==> src/obj_cfg_pkg.sv <==
// ************************************************************
// Object table configuration
// Width types and default sizes shared by the object table,
// its controller and the scanner.
// ************************************************************
`default_nettype none

package obj_cfg_pkg;

    // One table word as seen by the CPU and the scanner.
    typedef logic [15:0] word_t;

    // CPU word address.
    // Bit 12 picks the front or back bank relative to obank.
    typedef logic [12:0] cpu_addr_t;

    // Word address inside one bank.
    typedef logic [11:0] scan_addr_t;

    // Screen coordinate or line number.
    typedef logic [9:0] pos_t;

    // Default number of entries walked on every line.
    localparam int DEF_OBJ_COUNT = 1024;

    // Default limit on objects reported for one line.
    localparam int DEF_HIT_MAX = 16;

endpackage

`default_nettype wire

==> src/obj_fmt_pkg.sv <==
// ************************************************************
// Object entry format
// Word layout of one table entry, end marker and height test.
// ************************************************************
`default_nettype none

package obj_fmt_pkg;

    // Each entry takes four consecutive words.
    localparam int WORDS_PER_OBJ = 4;
    localparam int WIDX_W = $clog2(WORDS_PER_OBJ);

    // Word index inside one entry.
    typedef logic [WIDX_W-1:0] widx_t;

    localparam widx_t WIDX_X    = 0;
    localparam widx_t WIDX_Y    = 1;
    localparam widx_t WIDX_CODE = 2;
    localparam widx_t WIDX_ATTR = 3;

    // Upper byte of the attribute word that closes the table.
    localparam logic [7:0] END_MARK = 8'hFF;

    // All objects are the same height, in lines.
    localparam int OBJ_HEIGHT = 16;

    // Line wraps around the 1024-line space, so objects near the bottom show at the top.
    function automatic logic obj_covers(obj_cfg_pkg::pos_t line, obj_cfg_pkg::pos_t y);
        obj_cfg_pkg::pos_t diff;
        diff = line - y;
        return int'(diff) < OBJ_HEIGHT;
    endfunction

endpackage

`default_nettype wire

==> src/obj_scan.sv <==
// ************************************************************
// Object scanner
// Fetches entries word by word from the front bank and tests
// each one against the current line.
// ************************************************************
`timescale 1ns/10ps
`default_nettype none

module obj_scan (
    input  wire                     clk_cpu,
    input  wire                     arst_n,
    input  wire                     scan_run,
    input  wire obj_cfg_pkg::pos_t  scan_line,
    input  wire obj_cfg_pkg::word_t scan_dout,
    output obj_cfg_pkg::scan_addr_t scan_addr,
    output logic                    entry_done,
    output logic                    entry_hit,
    output logic                    entry_last,
    output obj_cfg_pkg::pos_t       hit_x,
    output obj_cfg_pkg::word_t      hit_code,
    output obj_cfg_pkg::word_t      hit_attr
);

    import obj_cfg_pkg::*;
    import obj_fmt_pkg::*;

    scan_addr_t addr_cnt;
    logic       rd_valid;
    widx_t      rd_idx;
    logic       take;
    logic       take_attr;
    logic       is_end;
    pos_t       x_reg;
    pos_t       y_reg;
    word_t      code_reg;

    // One address per cycle.
    assign scan_addr = addr_cnt;

    // Data returning after scan_run drops belongs to a dropped fetch.
    assign take      = rd_valid & scan_run;
    assign take_attr = take & (rd_idx == WIDX_ATTR);

    // End mark sits in the upper byte of the attribute word.
    assign is_end = (scan_dout[15:8] == END_MARK);

    always_ff @(posedge clk_cpu or negedge arst_n) begin
        if (!arst_n) begin
            addr_cnt   <= '0;
            rd_valid   <= 1'b0;
            rd_idx     <= WIDX_X;
            entry_done <= 1'b0;
            entry_hit  <= 1'b0;
            entry_last <= 1'b0;
        end else begin
            // Read latency is one cycle, so index and valid trail the address.
            rd_valid <= scan_run;
            rd_idx   <= addr_cnt[WIDX_W-1:0];
            if (scan_run) begin
                addr_cnt <= addr_cnt + 1'b1;
            end else begin
                addr_cnt <= '0;
            end
            entry_done <= take_attr;
            if (take_attr) begin
                entry_last <= is_end;
                // An end-marked entry never counts as a hit.
                entry_hit  <= obj_covers(scan_line, y_reg) & ~is_end;
            end
        end
    end

    // Steer each returning word into its field.
    always_ff @(posedge clk_cpu) begin
        if (take) begin
            case (rd_idx)
                WIDX_X:    x_reg    <= scan_dout[$bits(pos_t)-1:0];
                WIDX_Y:    y_reg    <= scan_dout[$bits(pos_t)-1:0];
                WIDX_CODE: code_reg <= scan_dout;
                default:   ;
            endcase
        end
        // Outputs hold until the next entry completes.
        if (take_attr) begin
            hit_x    <= x_reg;
            hit_code <= code_reg;
            hit_attr <= scan_dout;
        end
    end

    // Coverage test needs one line number for the whole walk.
    a_line_stable: assert property (@(posedge clk_cpu) disable iff (!arst_n)
        (scan_run && $past(scan_run)) |-> $stable(scan_line))
        else $error("scan_line changed during a scan");

endmodule

`default_nettype wire

==> config.mk <==
export PLATFORM = sky130hd
export DESIGN_NAME = obj_scan
export DESIGN_NICKNAME = d
export VERILOG_FILES = /design/src/obj_cfg_pkg.sv /design/src/obj_fmt_pkg.sv /design/src/obj_scan.sv
export SDC_FILE = /design/constraint.sdc
export NUM_CORES = 1
export LEC_CHECK = 0
export BUFFER_PORTS_ARGS = -buffer_cell sky130_fd_sc_hd__buf_4
export CAP_MARGIN = 10
export CORE_ASPECT_RATIO = 0.6
export CORE_MARGIN = 2
export CORE_UTILIZATION = 30
export CTS_CLUSTER_SIZE = 25
export DETAILED_ROUTE_END_ITERATION = 7
export PLACE_DENSITY = 0.52
export SKIP_LAST_GASP = 1
export SLEW_MARGIN = 20
export SYNTH_ARGS = -nofsm -noshare
export SYNTH_HDL_FRONTEND = slang
export SYNTH_SLANG_ARGS = --single-unit
export TNS_END_PERCENT = 1
==> constraint.sdc <==
create_clock -name clk_cpu -period 2.26 [get_ports clk_cpu]
set_input_delay 0.113 -clock clk_cpu [delete_from_list [all_inputs] [get_ports clk_cpu]]
set_output_delay 0.113 -clock clk_cpu [all_outputs]
set_load 0.005 [all_outputs]
* Yosys cells after proc, flatten, opt, wreduce, memory -nomap -nowiden
Cells that the tools add are included.
** Operators by class
- $add $sub $neg :: 2
- $lt $le $gt $ge :: 1
- Equality and inequality tests :: 4
- Muxes and demuxes :: 1
- Bitwise operators :: 4
- Reductions and logical operators :: 4
** Operators with widths (count)
- 12-bit by 1-bit adder with 12-bit output (second input constant) :: 1
- 12-bit 2-to-1 mux :: 1
- 10-bit by 5-bit < comparator with 1-bit output (second input constant) :: 1
- 10-bit subtractor :: 1
- 8-bit equality test (second input constant) :: 1
- 2-bit AND reduction :: 3
- 2-bit equality test (second input constant) :: 2
- 1-bit AND :: 3
- 2-bit by 1-bit equality test with 1-bit output (second input constant) :: 1
- 2-bit logical NOT :: 1
- 1-bit NOT :: 1
** Word-level totals
- Bits in registers :: 96
- Input bits :: 29
- Output and inout port bits :: 57

* Logic depth before layout (Yosys ltp)
- Depth in word-level cells :: 3
- Mapped depth :: 8

* Least setup slack after synthesis
No wires, ideal clock.
- Kind :: reg-to-reg
- Start :: register rd_valid
- End :: register code_reg[0], enable pin
- Library setup time :: 0.413 ns
- Data arrival time :: 1.650 ns
- Path slack :: 0.198 ns
- Cell stages (with the launch flop) :: 3
- Path buffers :: 0
- Path through :: dfrtp_1 -> nand2_1 -> nor3b_1
** On the way
- Cells in the longest elaborated chain, start to end :: 2
** Ends and longest elaborated chain
- from (decl) :: line obj_scan.sv:28 : logic rd_valid;
- from (signal assigned) :: line obj_scan.sv:57 : rd_valid <= scan_run;
- 1-bit AND :: line obj_scan.sv:41 : assign take = rd_valid & scan_run;
- 2-bit AND reduction (no line)
- to (signal assigned) :: line obj_scan.sv:79 : WIDX_CODE: code_reg <= scan_dout;
- to (decl) :: line obj_scan.sv:35 : word_t code_reg;
Every way passes these cells.
A chain may end at the register's enable or synchronous reset.

* Final worst setup path
- Start :: register y_reg[7]
- End :: register entry_hit
** On the way
- Cells in the longest elaborated chain, start to end :: 3
** Ends and longest elaborated chain
- from (decl) :: line obj_scan.sv:34 : pos_t y_reg;
- from (signal assigned) :: line obj_scan.sv:78 : WIDX_Y: y_reg <= scan_dout[$bits(pos_t)-1:0];
- 10-bit subtractor :: line obj_fmt_pkg.sv:30 : diff = line - y;
- 10-bit by 5-bit < comparator with 1-bit output :: line obj_fmt_pkg.sv:31 : return int'(diff) < OBJ_HEIGHT;
- 1-bit AND :: line obj_scan.sv:68 : entry_hit <= obj_covers(scan_line, y_reg) & ~is_end;
- to (signal assigned) :: line obj_scan.sv:68
- to (decl) :: line obj_scan.sv:17 : output logic entry_hit,
Every way passes these cells.

==> summary.txt <==
Via density: 4.22
Max-cap viol count: 0
FF/Latch Area: 2790 sq um
Worst path top cell family by delay: compound AO/OA/AOI/OAI gates
Hold buffers post-CTS: 18
CTS tree: built
Via count: 2,019
Core area: 11,400 sq um
Final setup fails: 0
NumNets Final: 352
Initial core utilization: 31.0%
Clock Skew: 7.34 ps
Hold slack final: 170 ps
Final Cycle Share: 81.4%
Final hold vios: 0
Seq pwr share: 54.2%
Count leader, synth: edfxtp_1
Row count: 30
Antenna violations before repair: 0
Sw frac: 22.2%
Share of cells above drive strength 1: 37.9%
Clk_lat worst skew: 340 ps
Placed Instances: 445
Worst-Margin Slew: 446 ps
Max Slew Vio Count: 0
Worst slew margin: 70.1%
Leak Pwr: 1.94 nW
Fmax: 543 MHz
Max Buffers Root-to-Sink: 2
Fin cells: 479
Status: completed
Die W: 144 microns
Largest net degree at the start of global routing: 27
WP buf/inv: 1
Net Sw Power: 0.803 mW
Post-DP HPWL: 4.76 mm
Post-CTS Setup Inserts: 0
Clock Tree Root: clkbuf_16
Area of the die: 12,700 sq um
Worst stage delay on the critical path: 360 ps
Pre-antenna DRT Iters: 4
Global-route wire length before repair: 10.8 mm
Final setup TNS: 0 ps
CP Depth: 8
Worst-path cell chain: inv_1 -> ha_1 -> and2_4 -> a221oi_2 -> a21oi_1 -> a21o_1 -> a31oi_1 -> nor3_2
VDD IR-drop max: 0.000333 V
Number of fill cells in the layout: 1,041
Port Buffers: 85
Reg2reg path depth: 8
Synth warnings: 0
Post-synth top cells: 78 x edfxtp_1, 18 x dfrtp_1, 13 x and2_1
Critical-path top delay cell: ha_1
Main synth FF type: edfxtp_1
Combinational Power Share: 5.8%
Vias in the first global route: 2,009
Worst setup SP type: flop
GRT overflow: 0
Power Density: 743 nW/um^2
Crit path required time: 2480 ps
CTS H-Tree Depth: 3
Ports: 86
Area of the multi-input gates: 696 sq um
Cts bufs inserted: 9
EDFF count, synth: 78
WS Path Type: reg2reg
Synthesized area: 3530 sq um
Post-synth top area share: 66.4%
Worst min path class: in2async
Post-synth cell types: 37
Mapped Cells: 197
First DRT Iteration DRCs: 84
#FFs+latches synth: 96
Final min period: 1840 ps
Post-route DRC: 0
Post-CTS sizing: 0
Reg clk slew, reported paths: 70 ps
CP Capture Type: flop
CP max FO: 5
Post-DR wirelength/cell: 15.0 microns
Mean Syn Cell Area: 17.9 sq um
Largest area contributor in the netlist: edfxtp_1
Seq/Total Area, Yosys: 79.2%
Asr flop ratio synth: 18.8%
Clock sink total: 96
RSZ-0062 raised after global routing: false
Crit path DAT: 2060 ps
Int Power: 2.82 mW
Die Y: 88.0 microns
Diode count: 0
Top cells by area, synth: edfxtp_1 66%, dfrtp_1 13%, ha_1 3.2%, and2_1 2.3%, xnor2_1 2.0%
Area Growth Syn to Fin: 38.3%
Routed wire length: 7.16 mm
Placer Congestion: 0.723
Clk pwr share: 40.0%
Detail Route Antenna Nets: 0
Total track usage: 11.8%
Syn nets: 235
cells by family after synthesis:
family,Yosys count,synth area share [%]
AOI/OAI and AO/OA,18,4.22
xor gates and xnor gates,11,2.95
adders and majority gates,9,3.19
buffers and inverters,14,1.49
DFF,96,79.2
muxes,1,0.319
and+or+nand+nor,48,8.62
layout by cell type (no fill, tap or decap), types with 3 or more instances in the layout:
cell,instances
edfxtp_1,78
and2_1,13
inv_1,11
xnor2_1,8
dlygate4sd3_1,18
and3_1,4
nand2_1,3
nand3_1,10
nor3b_2,3
dfrtp_1,18
clkbuf_16,9
inv_6,4
buf_4,90
nand4_1,3
ha_1,9
worst paths after layout:
| path | startpoint | endpoint | slack, ps |
|---|---|---|---|
| worst min-delay path | arst_n | scan_addr[4]$_DFF_PN0_ | 170 |
| min in group clk_cpu | scan_line[5] | entry_hit$_DFFE_PN0P_ | 320 |
| worst max-delay path | y_reg[7]$_DFFE_PP_ | entry_hit$_DFFE_PN0P_ | 420 |
| worst max register to register | y_reg[7]$_DFFE_PP_ | entry_hit$_DFFE_PN0P_ | 420 |
| worst min register to register | code_reg[10]$_DFFE_PP_ | hit_code[10]$_DFFE_PP_ | 410 |
| max in group asynchronous | arst_n | scan_addr[11]$_DFF_PN0_ | 1880 |
area by class of cell:
cell class	count	area share [%]
well taps	160	4.11
repair buffers	108	17.6
flip-flops and latches	96	57.3
inverters	12	0.924
clock inverters	7	1.23
clock buffers	9	4.62
multi-input cells	87	14.3
power by group through the flow:
stage	Combinational, mW	Sequential (mW)	Clock, mW
after CTS	0.214	1.96	1.50
after floorplan	0.0796	2.00	0
after global placement	0.183	2.00	0
after global routing	0.233	1.97	1.58
final	0.209	1.96	1.45
after detailed placement	0.186	2.00	0
layer usage:
metal  routed length [microns]  vias up  share of wire (%)  GRT usage (%)
met4                        73        0                1.0           3.48
met1                      3540      979                 49           15.7
met5                         0        -                  0              0
li1                          -      971                  -              -
met2                      2980       60                 42           17.1
met3                       569        9                7.9           5.80
metrics by stage:
step | util, % | instance area (sq um) | setup WS [ps] | power, mW
finish | 42.9 | 4870 | 419 | 3.62
global route | 42.9 | 4870 | 286 | 3.78
CTS | 42.9 | 4870 | 410 | 3.68
detailed placement | 38.8 | 4410 | 437 | 2.19
global placement | 38.8 | 4410 | 495 | 2.18
floorplan | - | 3530 | 198 | 2.08
(Power assumes the default switching activity.)
