<file path="config.mk">
export PLATFORM = sky130hd
export DESIGN_NAME = obj_ctrl
export DESIGN_NICKNAME = d
export VERILOG_FILES = /design/src/obj_cfg_pkg.sv /design/src/obj_ctrl.sv
export SDC_FILE = /design/constraint.sdc
export NUM_CORES = 1
export LEC_CHECK = 0
export BUFFER_PORTS_ARGS = -buffer_cell sky130_fd_sc_hd__buf_2
export CAP_MARGIN = 30
export CORE_MARGIN = 2
export CORE_UTILIZATION = 30
export CTS_CLUSTER_DIAMETER = 200
export CTS_CLUSTER_SIZE = 40
export DETAILED_ROUTE_END_ITERATION = 12
export GPL_ROUTABILITY_DRIVEN = 0
export PLACE_DENSITY_LB_ADDON = 0.3
export SKIP_LAST_GASP = 1
export SLEW_MARGIN = 20
export SYNTH_ARGS = -nofsm -noshare
export SYNTH_HDL_FRONTEND = slang
export SYNTH_SLANG_ARGS = --single-unit
</file>
<file path="constraint.sdc">
create_clock -name clk_cpu -period 3.6 [get_ports clk_cpu]
set_input_delay 0.36 -clock clk_cpu [delete_from_list [all_inputs] [get_ports clk_cpu]]
set_output_delay 0.36 -clock clk_cpu [all_outputs]
set_load 0.01 [all_outputs]
</file>
<file path="src/obj_cfg_pkg.sv">
// ************************************************************
// Object table configuration
// Width types and default sizes shared by the object table,
// its controller and the scanner.
// ************************************************************
`default_nettype none

package obj_cfg_pkg;

    // One table word as seen by the CPU and the scanner.
    typedef logic [15:0] word_t;

    // CPU word address.
    // Bit 12 picks the front or back bank relative to obank.
    typedef logic [12:0] cpu_addr_t;

    // Word address inside one bank.
    typedef logic [11:0] scan_addr_t;

    // Screen coordinate or line number.
    typedef logic [9:0] pos_t;

    // Default number of entries walked on every line.
    localparam int DEF_OBJ_COUNT = 1024;

    // Default limit on objects reported for one line.
    localparam int DEF_HIT_MAX = 16;

endpackage

`default_nettype wire

</file>
<file path="src/obj_ctrl.sv">
// ************************************************************
// Object scan control
// Swaps banks at frame start, runs one scan per line start and
// turns scanner results into hit and done pulses.
// ************************************************************
`timescale 1ns/10ps
`default_nettype none

module obj_ctrl #(
    parameter int OBJ_COUNT = obj_cfg_pkg::DEF_OBJ_COUNT,
    parameter int HIT_MAX   = obj_cfg_pkg::DEF_HIT_MAX
) (
    input  wire                     clk_cpu,
    input  wire                     arst_n,
    input  wire                     frame_start,
    input  wire                     line_start,
    input  wire obj_cfg_pkg::pos_t  line,
    // Results from the scanner.
    input  wire                     entry_done,
    input  wire                     entry_hit,
    input  wire                     entry_last,
    output logic                    obank,
    output logic                    scan_run,
    output obj_cfg_pkg::pos_t       scan_line,
    output logic                    hit_valid,
    output logic                    scan_done,
    output logic                    overflow
);

    typedef enum logic [1:0] {
        S_IDLE,
        S_SCAN,
        S_FINISH
    } state_t;

    localparam int ECW = $clog2(OBJ_COUNT + 1);
    localparam int HCW = $clog2(HIT_MAX + 1);

    state_t         state;
    logic [ECW-1:0] entry_cnt;
    logic [HCW-1:0] hit_cnt;
    logic           ovf_flag;
    logic           last_entry;
    logic           last_hit;

    // Scanner fetches only while in the scan state.
    assign scan_run = (state == S_SCAN);

    // Scanner holds x, code and attr until its next entry, so the hit goes out unregistered.
    assign hit_valid = scan_run & entry_done & entry_hit;

    // Finish lasts one cycle and carries the overflow flag.
    assign scan_done = (state == S_FINISH);
    assign overflow  = scan_done & ovf_flag;

    // Entry being reported is the final one allowed.
    assign last_entry = (entry_cnt == ECW'(OBJ_COUNT - 1));
    assign last_hit   = (hit_cnt == HCW'(HIT_MAX - 1));

    always_ff @(posedge clk_cpu or negedge arst_n) begin
        if (!arst_n) begin
            state     <= S_IDLE;
            obank     <= 1'b0;
            entry_cnt <= '0;
            hit_cnt   <= '0;
            ovf_flag  <= 1'b0;
        end else begin
            // Bank swap, visible the cycle after the pulse.
            if (frame_start) begin
                obank <= ~obank;
            end
            case (state)
                S_IDLE: begin
                    if (line_start) begin
                        state     <= S_SCAN;
                        entry_cnt <= '0;
                        hit_cnt   <= '0;
                        ovf_flag  <= 1'b0;
                    end
                end
                S_SCAN: begin
                    if (entry_done) begin
                        entry_cnt <= entry_cnt + 1'b1;
                        if (entry_hit) begin
                            hit_cnt <= hit_cnt + 1'b1;
                        end
                        // End mark or table size reached.
                        if (entry_last || last_entry) begin
                            state <= S_FINISH;
                        end
                        // Hit limit wins and flags the overflow.
                        if (entry_hit && last_hit) begin
                            state    <= S_FINISH;
                            ovf_flag <= 1'b1;
                        end
                    end
                end
                S_FINISH: state <= S_IDLE;
                default:  state <= S_IDLE;
            endcase
        end
    end

    // Line number stays fixed for the whole scan.
    always_ff @(posedge clk_cpu) begin
        if (state == S_IDLE && line_start) begin
            scan_line <= line;
        end
    end

    // Line timing must leave room for the scan to finish.
    a_line_idle: assert property (@(posedge clk_cpu) disable iff (!arst_n)
        line_start |-> (state == S_IDLE))
        else $error("line_start while a scan is running");

    // Swapping banks under a running scan would mix two tables.
    a_frame_idle: assert property (@(posedge clk_cpu) disable iff (!arst_n)
        frame_start |-> (state == S_IDLE))
        else $error("frame_start while a scan is running");

endmodule

`default_nettype wire

</file>
Word level (Yosys, flattened, before mapping)
Index checks and enable logic that the tools add are counted.
{"block": "op_classes", "n_eq_ne": 9, "bitwise_logic": 4, "reduce_logical": 9, "mux": 16, "n_addsub": 2}
{"operator": "2-to-1 mux 11 bit", "count": 2}
{"operator": "case mux 11 bit (2 select lines)", "count": 1}
{"operator": "2-to-1 mux 5 bit", "count": 3}
{"operator": "adder 11 x 1 -> 11 bit, second input constant", "count": 1}
{"operator": "== test 11 x 10 -> 1 bit, second input constant", "count": 1}
{"operator": "case mux 5 bit (2 select lines)", "count": 1}
{"operator": "2-to-1 mux 2 bit", "count": 4}
{"operator": "AND reduction 4 bit", "count": 2}
{"operator": "inequality test 2 bit, second input constant", "count": 3}
{"operator": "AND reduction 3 bit", "count": 2}
{"operator": "adder 5 x 1 -> 5 bit, second input constant", "count": 1}
{"operator": "== test 5 x 4 -> 1 bit, second input constant", "count": 1}
{"operator": "case mux 2 bit (2 select lines)", "count": 1}
{"operator": "AND 1 bit", "count": 3}
{"operator": "2-to-1 mux 1 bit", "count": 3}
{"operator": "inequality test 3 x 1 -> 1 bit, second input constant", "count": 1}
{"operator": "== test 2 x 1 -> 1 bit, second input constant", "count": 1}
{"operator": "== test 2 bit, second input constant", "count": 1}
{"operator": "logical AND 1 bit", "count": 2}
{"operator": "zero test 2 bit", "count": 1}
{"operator": "inequality test 2 x 1 -> 1 bit, second input constant", "count": 1}
{"operator": "case mux 1 bit (2 select lines)", "count": 1}
{"operator": "nonzero test 2 bit", "count": 1}
{"operator": "logical OR 1 bit", "count": 1}
{"operator": "inverter 1 bit", "count": 1}
{"block": "word_totals", "word_cells": 46, "ff_bits": 30, "input_bits": 17, "out_inout_bits": 15}

Longest topological paths before layout
{"block": "depth", "ltp_word": 6, "ltp_mapped": 6, "ltp_nobuf": 6}

Worst setup path before layout
No wires, ideal clock.
{"block": "synth_timing", "kind": "reg-to-reg", "start": "register state[0]", "end": "register hit_cnt[4]", "period_less_slack_ns": 1.499, "path_stages_with_launch": 6, "path_buffers": 1, "required_time_ns": 3.490, "arrival_time_ns": 1.389, "slack_ns": 2.101, "path_cell_list": "dfrtp_1 > buf_4 > or3b_4 > inv_2 > nor2_1 > o41ai_1"}
{"block": "synth_via", "elab_chain_cells": 3, "word_cells_on_any_way": 8, "classes_between": "4 x eq/ne; 1 x mux; 3 x reduce/logical"}
{"element": "start: declaration", "line": "obj_ctrl.sv:39", "rtl": "state_t state;"}
{"element": "start signal: assignment", "line": "obj_ctrl.sv:62", "rtl": "state <= S_IDLE;"}
{"element": "start signal: assignment", "line": "obj_ctrl.sv:75", "rtl": "state <= S_SCAN;"}
{"element": "start signal: assignment", "line": "obj_ctrl.sv:89", "rtl": "state <= S_FINISH;"}
{"element": "== test 2 x 1 -> 1 bit or zero test 2 bit (tied branches)", "line": "obj_ctrl.sv:72", "rtl": "case (state)"}
{"element": "inequality test 2 bit (no line) or nonzero test 2 bit (tied branches)"}
{"element": "AND reduction 4 bit (no line)"}
{"element": "end signal: assignment", "line": "obj_ctrl.sv:85", "rtl": "hit_cnt <= hit_cnt + 1'b1;"}
{"element": "end: declaration", "line": "obj_ctrl.sv:41", "rtl": "logic [HCW-1:0] hit_cnt;"}
Parallel ways exist; a longest one is shown, timed or not.
A chain may end at the register's enable or synchronous reset.

Final worst setup path
Ends and elaborated chain as after synthesis.

==> impl_metrics.tcl <==
set metrics [dict create \
    status "complete, no violations" \
    maxSlewHeadroom_pct 67.46 \
    routed_wl_um 2870 \
    via_count 1074 \
    postCtsHoldBufs 0 \
    startpoint_type "flip-flop" \
    ys_seq_area_share_pct 56.69 \
    fillers 443 \
    core_region_area_um2 4444 \
    pin_count 32 \
    setup_viol 0 \
    htree_levels 2 \
    p_int_uw 733.2 \
    endpoint_kind "flip-flop" \
    root_buffer "clkbuf_8" \
    r2r_cells 4 \
    cts_tree "built" \
    drive_gt1_share_pct 27.56 \
    cp.required_ns 3.77 \
    start_util_pct 31.78 \
    power_density_nw_per_um2 564.1 \
    num_rows 24 \
    synth.net_count 140 \
    switchingPower_uw 254.2 \
    period_minus_slack_ns 1.784 \
    cts_buffers 5 \
    ys.warnings.count 0 \
    dp_hpwl_um 2010 \
    crit_end "hit_cnt[4]" \
    grt_pass1_wl_um 4912 \
    wl_per_cell_um 13.80 \
    maxCapViolations 0 \
    clock_path_buffers 2 \
    peakVddDrop_uv 318.7 \
    r2r-start "state[0]" \
    fmax_mhz 560.6 \
    die_area_um2 5274 \
    first_pass_iters 4 \
    die_y_um 72.62 \
    critical_path_peak_fanout 17 \
    grt_pass1_vias 1056 \
    drc 0 \
    drv_slew 0 \
    multiInputGateArea_um2 566.8 \
    final_cell_mix "buf_2 (31), dfrtp_1 (20), nand2_1 (10), edfxtp_1 (10)" \
    gr-usage-all-layers_pct 11.97 \
    die_x_um 72.62 \
    synthesis.area_um2 1413 \
    antenna_found_initial 0 \
    insertedDiodeCount 0 \
    fin_cells 208 \
    switching_share_pct 25.74 \
    grt_max_degree 21 \
    reg2reg_slack_ns 1.82 \
    grt_setup_unrepaired "false" \
    pwr-share-seq_pct 44.9 \
    arrival_ns 1.96 \
    tns_ns 0 \
    regToRegEndpoint "hit_cnt[4]" \
    final_net_count 175 \
    clk_latency_ns 0.28 \
    power.share.combinational_pct 14.6 \
    synth_cell_types 32 \
    clkSinkCount 30 \
    grt-ovfl-total 0 \
    clk_pin_slew_ns 0.07 \
    p_leak_uw 0.0008087 \
    worstMarginPinSlew_ns 0.4881 \
    timing.final.crit_share_pct 49.55 \
    io_buffers 31 \
    dp.cells 200 \
    vias_per_cell 5.163 \
    netlist_instances 120 \
    startpoint "state[0]" \
    hold_viol 0 \
    critPathKind "flip-flop to flip-flop" \
    regArea_um2 800.8 \
    mostFrequentLayoutCell "buf_2" \
    final.setup_skew_ns 0.004188 \
    hp-class "primary input to async pin" \
    avgSynthCellArea_um2 11.77 \
    drtIter0Drc 40 \
    area_delta_synth_final_pct 23.92 \
    clockPowerShare_pct 40.5 \
    post_cts_resize_count 0 \
    post_cts_buffers 0 \
    ys_seq_elements 30 \
    drtAntennaViolNets 0 \
]
[critical path, stage by stage, from the launching register on]
cell and delay [ns]:
dfrtp_1 0.52, or3b_4 0.53, inv_2 0.29, nor2_1 0.11, o41ai_1 0.23
[power by group through the flow]
| stage | logic (µW) | registers (µW) | clock network [µW] |
|---|---|---|---|
| after floorplan | 97.2 | 441 | 0 |
| after global placement | 141 | 446 | 0 |
| after detailed placement | 146 | 450 | 0 |
| after CTS | 147 | 443 | 410 |
| after global routing | 164 | 451 | 429 |
| final | 144 | 443 | 400 |
[Yosys cell counts]
| cell | instances | share of area (%) |
|---|---|---|
| dfrtp_1 | 20 | 35 |
| edfxtp_1 | 10 | 21 |
| nand2_1 | 10 | 2.7 |
| inv_1 | 7 | 1.9 |
| mux2i_1 | 7 | 5.0 |
| o21ai_0 | 7 | 2.5 |
| nand3_1 | 6 | 2.1 |
| nor4_1 | 5 | 2.2 |
| a21oi_1 | 4 | 1.4 |
| nand2b_1 | 4 | 1.8 |
| or4_1 | 4 | 2.1 |
| ha_1 | 3 | 2.7 |
| nor2_1 | 3 | 0.80 |
| nor2b_1 | 3 | 1.3 |
| o211ai_1 | 3 | 1.6 |
| o31ai_1 | 3 | 1.6 |
| and2_1 | 2 | 0.89 |
| clkbuf_1 | 2 | 0.53 |
| nand3b_4 | 2 | 2.8 |
| nand4_1 | 2 | 0.89 |
| xor2_1 | 2 | 1.2 |
| a22o_1 | 1 | 0.62 |
| and3_1 | 1 | 0.44 |
| buf_4 | 1 | 0.53 |
| inv_2 | 1 | 0.27 |
| nand4b_1 | 1 | 0.62 |
| nand4b_4 | 1 | 1.7 |
| o311a_1 | 1 | 0.71 |
| o32ai_1 | 1 | 0.62 |
| o41ai_1 | 1 | 0.62 |
| or3_1 | 1 | 0.44 |
| or3b_4 | 1 | 0.80 |
[final cells by class]
type                    instances  share of cell area, %
clock buffers                   5                  3.931
clock inverters                 3                  3.645
inverters                       8                  1.716
multi-input cells              79                  32.38
flip-flops and latches         30                  45.75
well taps                      52                  3.717
repair buffers                 31                  8.863
[worst min-delay path by stage]
stage | startpoint | to | slack, ns | cells after the start
after CTS | arst_n | entry_cnt[7] | 0.04 | 1
after floorplan | arst_n | entry_cnt[0] | 0.06 | 0
after global routing | arst_n | entry_cnt[7] | 0.06 | 1
final | arst_n | entry_cnt[7] | 0.04 | 1
after global placement | arst_n | entry_cnt[9] | 0.34 | 1
after detailed placement | arst_n | entry_cnt[9] | 0.35 | 1
[metal layers]
metal | part of all wire, % | vias to the layer above | track usage, %
met5 | 0 | - | 0
met4 | 0.77 | 0 | 3.704
met3 | 7.0 | 5 | 3.867
met2 | 44 | 42 | 18.28
met1 | 49 | 515 | 16.20
li1 | - | 512 | -
[logic make-up after synthesis]
| family | Yosys count | synth area share, % |
|---|---|---|
| and+or+nand+nor | 46 | 21.61 |
| DFF | 30 | 56.69 |
| AOI/OAI and AO/OA | 21 | 9.655 |
| buffers and inverters | 11 | 3.189 |
| muxes | 7 | 4.960 |
| adders and majority gates | 3 | 2.658 |
| xor gates and xnor gates | 2 | 1.240 |
[sequential cells by signal, summed over array words and instances, names as in the netlist]
signal     flops
entry_cnt     11
state          2
obank          1
ovf_flag       1
scan_line     10
hit_cnt        5
[through the flow]
stage	hold slack, ns	setup WS (ns)	util [%]	total power [µW]	cell area [µm²]
6_report	0.03722	1.816	39.39	987.4	1750
5_1_grt	0.05657	1.606	39.39	1043	1750
4_1_cts	0.04169	1.794	39.39	999.9	1750
3_5_place_dp	0.3487	1.806	36.40	596.4	1618
3_3_place_gp	0.3378	1.886	36.40	586.9	1618
2_1_floorplan	0.06441	2.101	-	537.9	1413
(Power assumes the default switching activity.)
